**src/design/cpu_pkg.sv**
```systemverilog
// Widths, instruction field positions, opcode, addressing mode and shift enums, flag struct
`default_nettype none

package cpu_pkg;

  localparam int unsigned DATA_W   = 32;          // Data and register width
  localparam int unsigned REG_AW   = 4;           // Register address width
  localparam int unsigned NUM_REGS = 16;          // All general purpose

  typedef logic [DATA_W-1:0] word_t;
  typedef logic [REG_AW-1:0] reg_addr_t;

  // Data-processing instruction layout
  localparam int unsigned AM_MSB     = 26;        // Addressing mode
  localparam int unsigned AM_LSB     = 25;
  localparam int unsigned OPC_MSB    = 24;        // ALU opcode
  localparam int unsigned OPC_LSB    = 21;
  localparam int unsigned S_BIT      = 20;        // Set condition codes
  localparam int unsigned RN_MSB     = 19;        // First source register
  localparam int unsigned RN_LSB     = 16;
  localparam int unsigned RD_MSB     = 15;        // Destination register
  localparam int unsigned RD_LSB     = 12;
  localparam int unsigned OP2_MSB    = 11;        // Shifter operand field
  localparam int unsigned OP2_LSB    = 0;
  localparam int unsigned OP2_W      = OP2_MSB - OP2_LSB + 1;

  // Sub-fields, relative to bit 0 of the instruction and of op2 alike
  localparam int unsigned ROT_MSB    = 11;        // Immediate rotate count
  localparam int unsigned ROT_LSB    = 8;
  localparam int unsigned IMM8_MSB   = 7;         // 8-bit immediate
  localparam int unsigned IMM8_LSB   = 0;
  localparam int unsigned SHAMT_MSB  = 11;        // Register shift amount
  localparam int unsigned SHAMT_LSB  = 7;
  localparam int unsigned SHAMT_W    = SHAMT_MSB - SHAMT_LSB + 1;
  localparam int unsigned SHTYPE_MSB = 6;         // Register shift type
  localparam int unsigned SHTYPE_LSB = 5;
  localparam int unsigned RM_MSB     = 3;         // Second source register
  localparam int unsigned RM_LSB     = 0;

  typedef enum logic [3:0] {
    AND = 4'd0,
    OR  = 4'd1,
    SUB = 4'd2,
    ADD = 4'd3                                    // Other codes yield zero
  } alu_op_e;

  typedef enum logic [1:0] {
    AM_ROT_IMM   = 2'd0,
    AM_REG       = 2'd1,
    AM_ZX_IMM    = 2'd2,
    AM_SHIFT_REG = 2'd3
  } am_e;

  typedef enum logic [1:0] {
    LSL = 2'd0,
    LSR = 2'd1,
    ASR = 2'd2,
    ROR = 2'd3
  } shift_e;

  typedef struct packed {
    logic n;                                      // Negative
    logic z;                                      // Zero
    logic c;                                      // Carry, or borrow on SUB
    logic v;                                      // Signed overflow
  } flags_t;

endpackage

`default_nettype wire

```
**src/design/cpu_if.sv**
```systemverilog
// Interfaces ex_bus_if (decode to execute) and wb_if (execute result bus) with modports
`default_nettype none

interface ex_bus_if import cpu_pkg::*; ();

  logic               valid;                      // Slot holds a real instruction
  alu_op_e            alu_op;
  logic               set_flags;                  // S bit
  reg_addr_t          rd;
  am_e                am;
  word_t              op_a;                       // Rn value after forwarding
  word_t              rm_val;                     // Rm value after forwarding
  logic [OP2_W-1:0]   op2;                        // Raw shifter operand field

  modport decode (
    output valid, alu_op, set_flags, rd, am, op_a, rm_val, op2
  );

  modport execute (
    input  valid, alu_op, set_flags, rd, am, op_a, rm_val, op2
  );

endinterface

interface wb_if import cpu_pkg::*; ();

  logic      valid;
  reg_addr_t rd;
  word_t     result;                              // Combinational ALU output
  logic      set_flags;
  flags_t    flags;                               // Candidate flags, used only with S

  modport execute (
    output valid, rd, result, set_flags, flags
  );

  // EX/WB register capture
  modport writeback (
    input  valid, rd, result, set_flags, flags
  );

  // Newest-result bypass into decode
  modport forward (
    input  valid, rd, result
  );

endinterface

`default_nettype wire

```
**src/design/reg_file.sv**
```systemverilog
// Sixteen-entry register file, two combinational read ports and one clocked write port
`default_nettype none

module reg_file import cpu_pkg::*; (
  input  logic      clk,
  input  logic      reset,
  input  reg_addr_t raddr_a,
  input  reg_addr_t raddr_b,
  output word_t     rdata_a,
  output word_t     rdata_b,
  input  logic      we,
  input  reg_addr_t waddr,
  input  word_t     wdata
);

  word_t regs [NUM_REGS];                         // r0 to r15, no PC role

  always_ff @(posedge clk or posedge reset) begin
    if (reset) begin
      for (int i = 0; i < NUM_REGS; i++) begin
        regs[i] <= '0;                            // Whole file starts at zero
      end
    end else if (we) begin
      regs[waddr] <= wdata;
    end
  end

  // Same-cycle writes are not visible here, decode forwards them instead
  assign rdata_a = regs[raddr_a];
  assign rdata_b = regs[raddr_b];

endmodule

`default_nettype wire

```
**src/design/operand_shifter.sv**
```systemverilog
// Second-operand generator for rotated immediate, register, zero-extended and shifted register
`default_nettype none

module operand_shifter import cpu_pkg::*; (
  input  am_e              am,
  input  word_t            rm_val,
  input  logic [OP2_W-1:0] op2,
  output word_t            operand_b
);

  logic [SHAMT_W-1:0] rot_amt;                    // Twice the rotate field
  logic [SHAMT_W-1:0] shamt;
  shift_e             shtype;
  word_t              imm8_ext;

  // Rotate right through a doubled word
  function automatic word_t ror_word(input word_t val, input logic [SHAMT_W-1:0] amt);
    logic [2*DATA_W-1:0] wide;
    wide = {val, val} >> amt;
    return wide[DATA_W-1:0];
  endfunction

  assign rot_amt  = {op2[ROT_MSB:ROT_LSB], 1'b0};
  assign shamt    = op2[SHAMT_MSB:SHAMT_LSB];
  assign shtype   = shift_e'(op2[SHTYPE_MSB:SHTYPE_LSB]);
  assign imm8_ext = word_t'(op2[IMM8_MSB:IMM8_LSB]);

  always_comb begin
    unique case (am)
      AM_ROT_IMM: operand_b = ror_word(imm8_ext, rot_amt);   // Can wrap into top byte
      AM_REG:     operand_b = rm_val;
      AM_ZX_IMM:  operand_b = word_t'(op2);                  // Full 12 bits, upper zero
      AM_SHIFT_REG: begin
        // Amount 0 leaves Rm as is for all four types
        unique case (shtype)
          LSL:     operand_b = rm_val << shamt;
          LSR:     operand_b = rm_val >> shamt;
          ASR:     operand_b = $signed(rm_val) >>> shamt;    // Sign bit fills from top
          ROR:     operand_b = ror_word(rm_val, shamt);
          default: operand_b = rm_val;
        endcase
      end
      default:    operand_b = rm_val;
    endcase
  end

endmodule

`default_nettype wire

```
**src/design/decode_stage.sv**
```systemverilog
// Decode stage with field split, operand read, two-level forwarding and ID/EX register
`default_nettype none

module decode_stage import cpu_pkg::*; (
  input  logic      clk,
  input  logic      reset,
  input  logic      instr_valid,
  input  word_t     instr,
  input  logic      rf_we,                        // Write port of the instruction in WB
  input  reg_addr_t rf_waddr,
  input  word_t     rf_wdata,
  wb_if.forward     fwd,                          // Instruction now in execute
  ex_bus_if.decode  ex
);

  reg_addr_t rn;
  reg_addr_t rm;
  reg_addr_t rd;
  word_t     rf_rn;
  word_t     rf_rm;
  word_t     rn_val;
  word_t     rm_val;

  assign rn = instr[RN_MSB:RN_LSB];
  assign rm = instr[RM_MSB:RM_LSB];
  assign rd = instr[RD_MSB:RD_LSB];

  reg_file u_reg_file (
    .clk     (clk),
    .reset   (reset),
    .raddr_a (rn),
    .raddr_b (rm),
    .rdata_a (rf_rn),
    .rdata_b (rf_rm),
    .we      (rf_we),
    .waddr   (rf_waddr),
    .wdata   (rf_wdata)
  );

  // Newest copy of a register, execute beats write-back beats the file
  function automatic word_t pick_newest(input reg_addr_t addr, input word_t file_val);
    word_t val;
    if (fwd.valid && (fwd.rd == addr)) begin
      val = fwd.result;                           // One instruction ahead
    end else if (rf_we && (rf_waddr == addr)) begin
      val = rf_wdata;                             // Two ahead, file not yet written
    end else begin
      val = file_val;
    end
    return val;
  endfunction

  always_comb begin
    rn_val = pick_newest(rn, rf_rn);
    rm_val = pick_newest(rm, rf_rm);
  end

  // ID/EX register
  always_ff @(posedge clk or posedge reset) begin
    if (reset) begin
      ex.valid     <= 1'b0;
      ex.alu_op    <= AND;
      ex.set_flags <= 1'b0;
      ex.rd        <= '0;
      ex.am        <= AM_ROT_IMM;
      ex.op_a      <= '0;
      ex.rm_val    <= '0;
      ex.op2       <= '0;
    end else begin
      ex.valid     <= instr_valid;                // Low input cycle becomes a bubble
      ex.alu_op    <= alu_op_e'(instr[OPC_MSB:OPC_LSB]);
      ex.set_flags <= instr[S_BIT];
      ex.rd        <= rd;
      ex.am        <= am_e'(instr[AM_MSB:AM_LSB]);
      ex.op_a      <= rn_val;
      ex.rm_val    <= rm_val;
      ex.op2       <= instr[OP2_MSB:OP2_LSB];
    end
  end

endmodule

`default_nettype wire

```
**src/design/execute_stage.sv**
```systemverilog
// Execute stage with ALU, NZCV generation and combinational drive of the result bus
`default_nettype none

module execute_stage import cpu_pkg::*; (
  ex_bus_if.execute ex,
  wb_if.execute     wb
);

  word_t           operand_b;
  word_t           result;
  logic [DATA_W:0] sum;                           // Extra bit is the carry
  logic [DATA_W:0] diff;                          // Extra bit is the borrow
  logic            c;
  logic            v;
  logic            sign_a;
  logic            sign_b;
  flags_t          flags_new;

  operand_shifter u_operand_shifter (
    .am        (ex.am),
    .rm_val    (ex.rm_val),
    .op2       (ex.op2),
    .operand_b (operand_b)
  );

  assign sum    = {1'b0, ex.op_a} + {1'b0, operand_b};
  assign diff   = {1'b0, ex.op_a} - {1'b0, operand_b};
  assign sign_a = ex.op_a[DATA_W-1];
  assign sign_b = operand_b[DATA_W-1];

  always_comb begin
    c = 1'b0;                                     // Logic ops clear C and V
    v = 1'b0;
    case (ex.alu_op)
      AND: result = ex.op_a & operand_b;
      OR:  result = ex.op_a | operand_b;
      SUB: begin
        result = diff[DATA_W-1:0];
        c      = diff[DATA_W];                    // Set when A below B unsigned
        v      = (sign_a != sign_b) && (result[DATA_W-1] != sign_a);
      end
      ADD: begin
        result = sum[DATA_W-1:0];
        c      = sum[DATA_W];
        v      = (sign_a == sign_b) && (result[DATA_W-1] != sign_a);
      end
      default: result = '0;                       // Undefined opcode still writes Rd
    endcase
  end

  always_comb begin
    flags_new.n = result[DATA_W-1];
    flags_new.z = (result == '0);
    flags_new.c = c;
    flags_new.v = v;
  end

  // Result bus, also the execute-level bypass for decode
  assign wb.valid     = ex.valid;
  assign wb.rd        = ex.rd;
  assign wb.result    = result;
  assign wb.set_flags = ex.set_flags;
  assign wb.flags     = flags_new;

endmodule

`default_nettype wire

```
**src/design/writeback_stage.sv**
```systemverilog
// Write-back stage with EX/WB register, flag register, register file write port and outputs
`default_nettype none

module writeback_stage import cpu_pkg::*; (
  input  logic      clk,
  input  logic      reset,
  wb_if.writeback   wb,
  output logic      rf_we,
  output reg_addr_t rf_waddr,
  output word_t     rf_wdata,
  output logic      wb_valid,
  output reg_addr_t wb_rd,
  output word_t     wb_result,
  output flags_t    flags
);

  logic      valid_q;
  reg_addr_t rd_q;
  word_t     result_q;

  // EX/WB register
  always_ff @(posedge clk or posedge reset) begin
    if (reset) begin
      valid_q  <= 1'b0;
      rd_q     <= '0;
      result_q <= '0;
    end else begin
      valid_q  <= wb.valid;
      rd_q     <= wb.rd;
      result_q <= wb.result;
    end
  end

  // NZCV, loaded in step with EX/WB
  always_ff @(posedge clk or posedge reset) begin
    if (reset) begin
      flags <= '0;
    end else if (wb.valid && wb.set_flags) begin
      flags <= wb.flags;                          // S clear keeps old flags
    end
  end

  assign rf_we     = valid_q;                     // File updates one edge later
  assign rf_waddr  = rd_q;
  assign rf_wdata  = result_q;

  assign wb_valid  = valid_q;
  assign wb_rd     = rd_q;
  assign wb_result = result_q;

endmodule

`default_nettype wire

```
**src/design/cpu_top.sv**
```systemverilog
// Execute core top level connecting decode, execute and write-back stages
`default_nettype none

module cpu_top import cpu_pkg::*; (
  input  logic      clk,
  input  logic      reset,
  input  logic      instr_valid,
  input  word_t     instr,
  output logic      wb_valid,
  output reg_addr_t wb_rd,
  output word_t     wb_result,
  output logic      flags_n,
  output logic      flags_z,
  output logic      flags_c,
  output logic      flags_v
);

  ex_bus_if  ex_bus ();                           // ID/EX contents
  wb_if      wb_bus ();                           // Execute result, same cycle

  logic      rf_we;
  reg_addr_t rf_waddr;
  word_t     rf_wdata;
  flags_t    flags;

  decode_stage u_decode (
    .clk         (clk),
    .reset       (reset),
    .instr_valid (instr_valid),
    .instr       (instr),
    .rf_we       (rf_we),
    .rf_waddr    (rf_waddr),
    .rf_wdata    (rf_wdata),
    .fwd         (wb_bus.forward),
    .ex          (ex_bus.decode)
  );

  execute_stage u_execute (
    .ex (ex_bus.execute),
    .wb (wb_bus.execute)
  );

  writeback_stage u_writeback (
    .clk       (clk),
    .reset     (reset),
    .wb        (wb_bus.writeback),
    .rf_we     (rf_we),
    .rf_waddr  (rf_waddr),
    .rf_wdata  (rf_wdata),
    .wb_valid  (wb_valid),
    .wb_rd     (wb_rd),
    .wb_result (wb_result),
    .flags     (flags)
  );

  assign flags_n = flags.n;
  assign flags_z = flags.z;
  assign flags_c = flags.c;
  assign flags_v = flags.v;

endmodule

`default_nettype wire

```
**config.mk**
```make
export PLATFORM = sky130hd
export DESIGN_NAME = cpu_top
export DESIGN_NICKNAME = d
export VERILOG_FILES = /design/src/design/cpu_pkg.sv /design/src/design/cpu_if.sv /design/src/design/reg_file.sv /design/src/design/operand_shifter.sv /design/src/design/decode_stage.sv /design/src/design/execute_stage.sv /design/src/design/writeback_stage.sv /design/src/design/cpu_top.sv
export SDC_FILE = /design/constraint.sdc
export NUM_CORES = 2
export LEC_CHECK = 0
export ABC_AREA = 1
export BUFFER_PORTS_ARGS = -buffer_cell sky130_fd_sc_hd__buf_2
export CAP_MARGIN = 20
export CORE_AREA = 2 2 272 328
export DETAILED_ROUTE_END_ITERATION = 8
export DIE_AREA = 0 0 274 330
export PLACE_DENSITY = 0.69
export SLEW_MARGIN = 20
export SYNTH_ARGS = -nofsm -noshare
export SYNTH_HDL_FRONTEND = slang
export SYNTH_SLANG_ARGS = --single-unit
```
**constraint.sdc**
```tcl
create_clock -name clk -period 39.8 [get_ports clk]
set_input_delay 1.99 -clock clk [delete_from_list [all_inputs] [get_ports clk]]
set_output_delay 1.99 -clock clk [all_outputs]
set_load 0.01 [all_outputs]
```
==> impl_metrics.env <==
export IMPL_outcome="complete, no violations"
export IMPL_globalRouteOverflowTotal=0
export IMPL_synth_area_per_cell_um2=6.767
export IMPL_switching_share=0.3644
export IMPL_hold_slack_ns=0.4809
export IMPL_initial_antenna_violation_count=3
export IMPL_p_leak_nw=20.78
export IMPL_max_slew_margin_rel=0.2828
export IMPL_die_width_um=274
export IMPL_startpoint="u_decode.ex.op2[10]$_DFF_PP0_"
export IMPL_arrival_ns=7.66
export IMPL_row_count=119
export IMPL_numCtsBuffers=72
export IMPL_route_final_wire_length_um=170800
export IMPL_postSynth_asyncResetShare=1.000
export IMPL_met2_usage=0.5753
export IMPL_finalSetupViolCount=0
export IMPL_grt_util_met1=0.4938
export IMPL_synth_ff_latch_count=641
export IMPL_post_cts_setup_buffers=0
export IMPL_final_period_utilization=0.1775
export IMPL_grt_busiest_layer="met2"
export IMPL_placement_io_buffers=70
export IMPL_cells_resized_by_post_cts_repair=0
export IMPL_root_buffer_cell="clkbuf_16"
export IMPL_num_nets_final=6273
export IMPL_route_vias_total=44450
export IMPL_cp_num_cells=28
export IMPL_drt_drc_violations_left=0
export IMPL_flow_area_growth_from_synthesis_pct=7.068
export IMPL_end_kind="flip-flop"
export IMPL_finalCriticalPeriod_ns=7.064
export IMPL_clk_transition_reported_paths_ns=0.07
export IMPL_power_frac_seq=0.390
export IMPL_critical_path_endpoint="u_writeback.flags[2]$_DFFE_PP0P_"
export IMPL_synth_flop_cell="dfrtp_1"
export IMPL_grt_setup_unrepaired="false"
export IMPL_cts_hold_buf=0
export IMPL_critical_path_n_buffers_inverters=6
export IMPL_maxClockFrequency_ghz=0.1416
export IMPL_drt_first_iter_violations=5997
export IMPL_grt_met3_usage=0.06739
export IMPL_setup_total_negative_slack_ns=0
export IMPL_p_int_mw=1.317
export IMPL_setup_reg_to_reg_worst_slack_ns=32.74
export IMPL_net_count_synth=6537
export IMPL_post_synth_num_cell_types=55
export IMPL_finClkSkew_ns=0.02434
export IMPL_initial_utilization=0.4965
export IMPL_cts_sink_count=641
export IMPL_fp_dieH_um=330
export IMPL_insertion_delay_ns=0.65
export IMPL_worstHoldPathType="reg -> reg"
export IMPL_synthesis_instances=6401
export IMPL_critical_path_most_common_cell="nand2_1"
export IMPL_vias_in_the_first_global_route=40250
export IMPL_crit_type="reg -> reg"
export IMPL_worst_pin_slew_ns=1.076
export IMPL_timing_critical_path_max_delay_family="simple AND/OR/NAND/NOR gates"
export IMPL_slew_viol_final=0
export IMPL_hp_start="u_writeback.flags[3]$_DFFE_PP0P_"
export IMPL_vdd_drop_max_uv=33.56
export IMPL_worst_endpoint_required_ns=40.39
export IMPL_worstReg2RegEnd="u_writeback.flags[2]$_DFFE_PP0P_"
export IMPL_tritoncts_clock_tree="built"
export IMPL_synth_enable_flop_cells=0
export IMPL_crit_slowest_cell="clkinv_2"
export IMPL_clock_power_share=0.348
export IMPL_floorplan_io_pins=76
export IMPL_power_combinational_fraction=0.262
export IMPL_replace_congestion=1.027
export IMPL_syn_area_um2=43320
export IMPL_dieArea_um2=90420
export IMPL_synth_sequential_area_ratio=0.3703
export IMPL_maxCapViolations=0
export IMPL_first_pass_grt_wire_length_um=253300
export IMPL_dr_pass1_iters=8
export IMPL_clockBufferDepth=3
export IMPL_switchingPower_mw=0.7555
export IMPL_core_area_um2=87250
export IMPL_hold_viol=0
export IMPL_slowest_cell_delay_on_critical_path_ns=0.64
export IMPL_routed_via_density=6.050
export IMPL_largest_net_degree_at_the_start_of_global_routing=175
export IMPL_globalRouteTotalUtil=0.3720
export IMPL_cts_htree_levels=3
export IMPL_rr_worst_depth=28
export IMPL_drive_gt1_frac=0.05730
export IMPL_critPathMaxFanout=65
export IMPL_ys_warn_count=0
export IMPL_worst_setup_path_start_kind="flip-flop"
export IMPL_avgRoutedWirePerCell_um=23.25
export IMPL_drt_antenna_violating_nets=0
export IMPL_reg2reg_from="u_decode.ex.op2[10]$_DFF_PP0_"
export IMPL_power_density_cell_area_nw_per_um2=44.70
export IMPL_dp_final_hpwl_um=111300
## metal layers
layer,vias up,wire [um],share of wire
met5,-,18,0.00011
met4,2,10690,0.063
met3,459,16590,0.097
met2,2277,75340,0.44
met1,20860,68180,0.40
li1,20850,-,-
## flip-flops by register name, summed over array words and instances, names as in the netlist
| signal | cells |
|---|---|
| u_decode.u_reg_file.regs | 512 |
| u_decode.ex.op_a | 32 |
| u_decode.ex.rm_val | 32 |
| u_writeback.rf_wdata | 32 |
| u_decode.ex.op2 | 12 |
| u_decode.ex.alu_op | 4 |
| u_decode.ex.rd | 4 |
| u_writeback.flags | 4 |
| u_writeback.rf_waddr | 4 |
| u_decode.ex.am | 2 |
| u_decode.ex.set_flags | 1 |
| u_decode.ex.valid | 1 |
| u_writeback.rf_we | 1 |
## power groups by stage
stage | Clock [mW] | Combinational (mW) | Sequential (mW)
after CTS | 0.728 | 0.532 | 0.804
after global routing | 0.756 | 0.603 | 0.817
after global placement | 0 | 0.524 | 0.813
after detailed placement | 0 | 0.530 | 0.815
after floorplan | 0 | 0.376 | 0.792
final | 0.722 | 0.543 | 0.808
## logic make-up (layout without fill, tap and decap cells)
family,Yosys count,count (layout),synth area share
compound gates,2176,2176,0.2746
xor+xnor,7,7,0.001415
fa+ha+maj,101,101,0.02952
buf+inv,1143,938,0.1032
flops,641,641,0.3703
mux,16,16,0.003697
other cells,0,2,0
simple gates,2317,2317,0.2172
## stage by stage
step                      total power, mW  instance area, um2  std cells    util  worst slack [ns]
after floorplan                     1.168               43320       6401       -             19.85
after global placement              1.337               43820       7212  0.5023             32.95
after detailed placement            1.345               43820       7212  0.5023             32.96
after CTS                           2.065               46370       7345  0.5315             32.94
after global routing                2.175               46370       7345  0.5315             32.43
final                               2.073               46380       7347  0.5315             32.74
## tightest hold or removal path: stages, from the launching register on
cell and delay [ns]:
dfrtp_1 0.34, nand2_1 0.05, o21ai_0 0.06
## how the worst min path moves through the flow
stage / depth (start not counted) / to / slack, ns
after floorplan: 0 / u_writeback.rf_waddr[0]$_DFF_PP0_ / 0.37
after global placement: 2 / u_writeback.flags[3]$_DFFE_PP0P_ / 0.46
after detailed placement: 2 / u_writeback.flags[2]$_DFFE_PP0P_ / 0.47
after CTS: 2 / u_writeback.flags[3]$_DFFE_PP0P_ / 0.49
after global routing: 2 / u_decode.u_reg_file.regs[396]$_DFFE_PP0P_ / 0.51
final: 2 / u_writeback.flags[3]$_DFFE_PP0P_ / 0.48
## synth_stat cells, types with 4 or more instances
| cell | count | area (um2) |
|---|---|---|
| nand2_1 | 1516 | 5690 |
| o21ai_0 | 1225 | 6131 |
| dfrtp_1 | 641 | 16040 |
| inv_1 | 630 | 2365 |
| a21oi_1 | 425 | 2127 |
| nor2_1 | 392 | 1471 |
| clkbuf_1 | 336 | 1261 |
| nand3_1 | 318 | 1592 |
| o211ai_1 | 147 | 1104 |
| o21ai_1 | 114 | 570.6 |
| ha_1 | 99 | 1239 |
| a211oi_1 | 98 | 735.7 |
| buf_2 | 82 | 410.4 |
| o22ai_1 | 53 | 331.6 |
| buf_1 | 43 | 161.4 |
| o32ai_1 | 33 | 289.0 |
| a31oi_1 | 29 | 181.4 |
| inv_2 | 27 | 101.4 |
| nand4_1 | 23 | 143.9 |
| nor3_1 | 18 | 90.09 |
| mux2i_1 | 16 | 160.2 |
| nand3b_1 | 14 | 105.1 |
| o21bai_1 | 11 | 82.58 |
| buf_4 | 9 | 67.56 |
| nor2_2 | 9 | 56.30 |
| o221ai_1 | 9 | 78.83 |
| a21oi_2 | 8 | 70.07 |
| clkinv_1 | 8 | 30.03 |
| nand3_2 | 7 | 70.07 |
| o21a_1 | 6 | 45.04 |
| buf_6 | 5 | 56.30 |
| xor2_1 | 5 | 43.79 |
| a21o_1 | 4 | 30.03 |
| o2111ai_1 | 4 | 35.03 |
## area by class of cell
class	instances	area, um2
Antenna cell	2	5.005
Clock buffer	96	2073
Clock inverter	37	475.5
Fill cell	8813	40870
Inverter	666	2516
Multi-Input combinational cell	4617	22900
Sequential cell	641	16050
Tap cell	1149	1438
Timing Repair Buffer	139	925.9
## placed cells by master, fill, tap and decap left out, types with 18 or more instances in the layout
master     count
nor2_1       392
nand2_1     1508
nand3_1      313
a31oi_1       29
clkbuf_16     73
a211oi_1      98
o22ai_1       53
o211ai_1     147
buf_4         67
nand4_1       23
o21ai_0     1225
inv_1        623
nor3_1        18
buf_2         66
o21ai_1      114
inv_2         32
ha_1          99
dfrtp_1      637
a21oi_1      425
o32ai_1       33
Power figures use the tool's default switching activity.
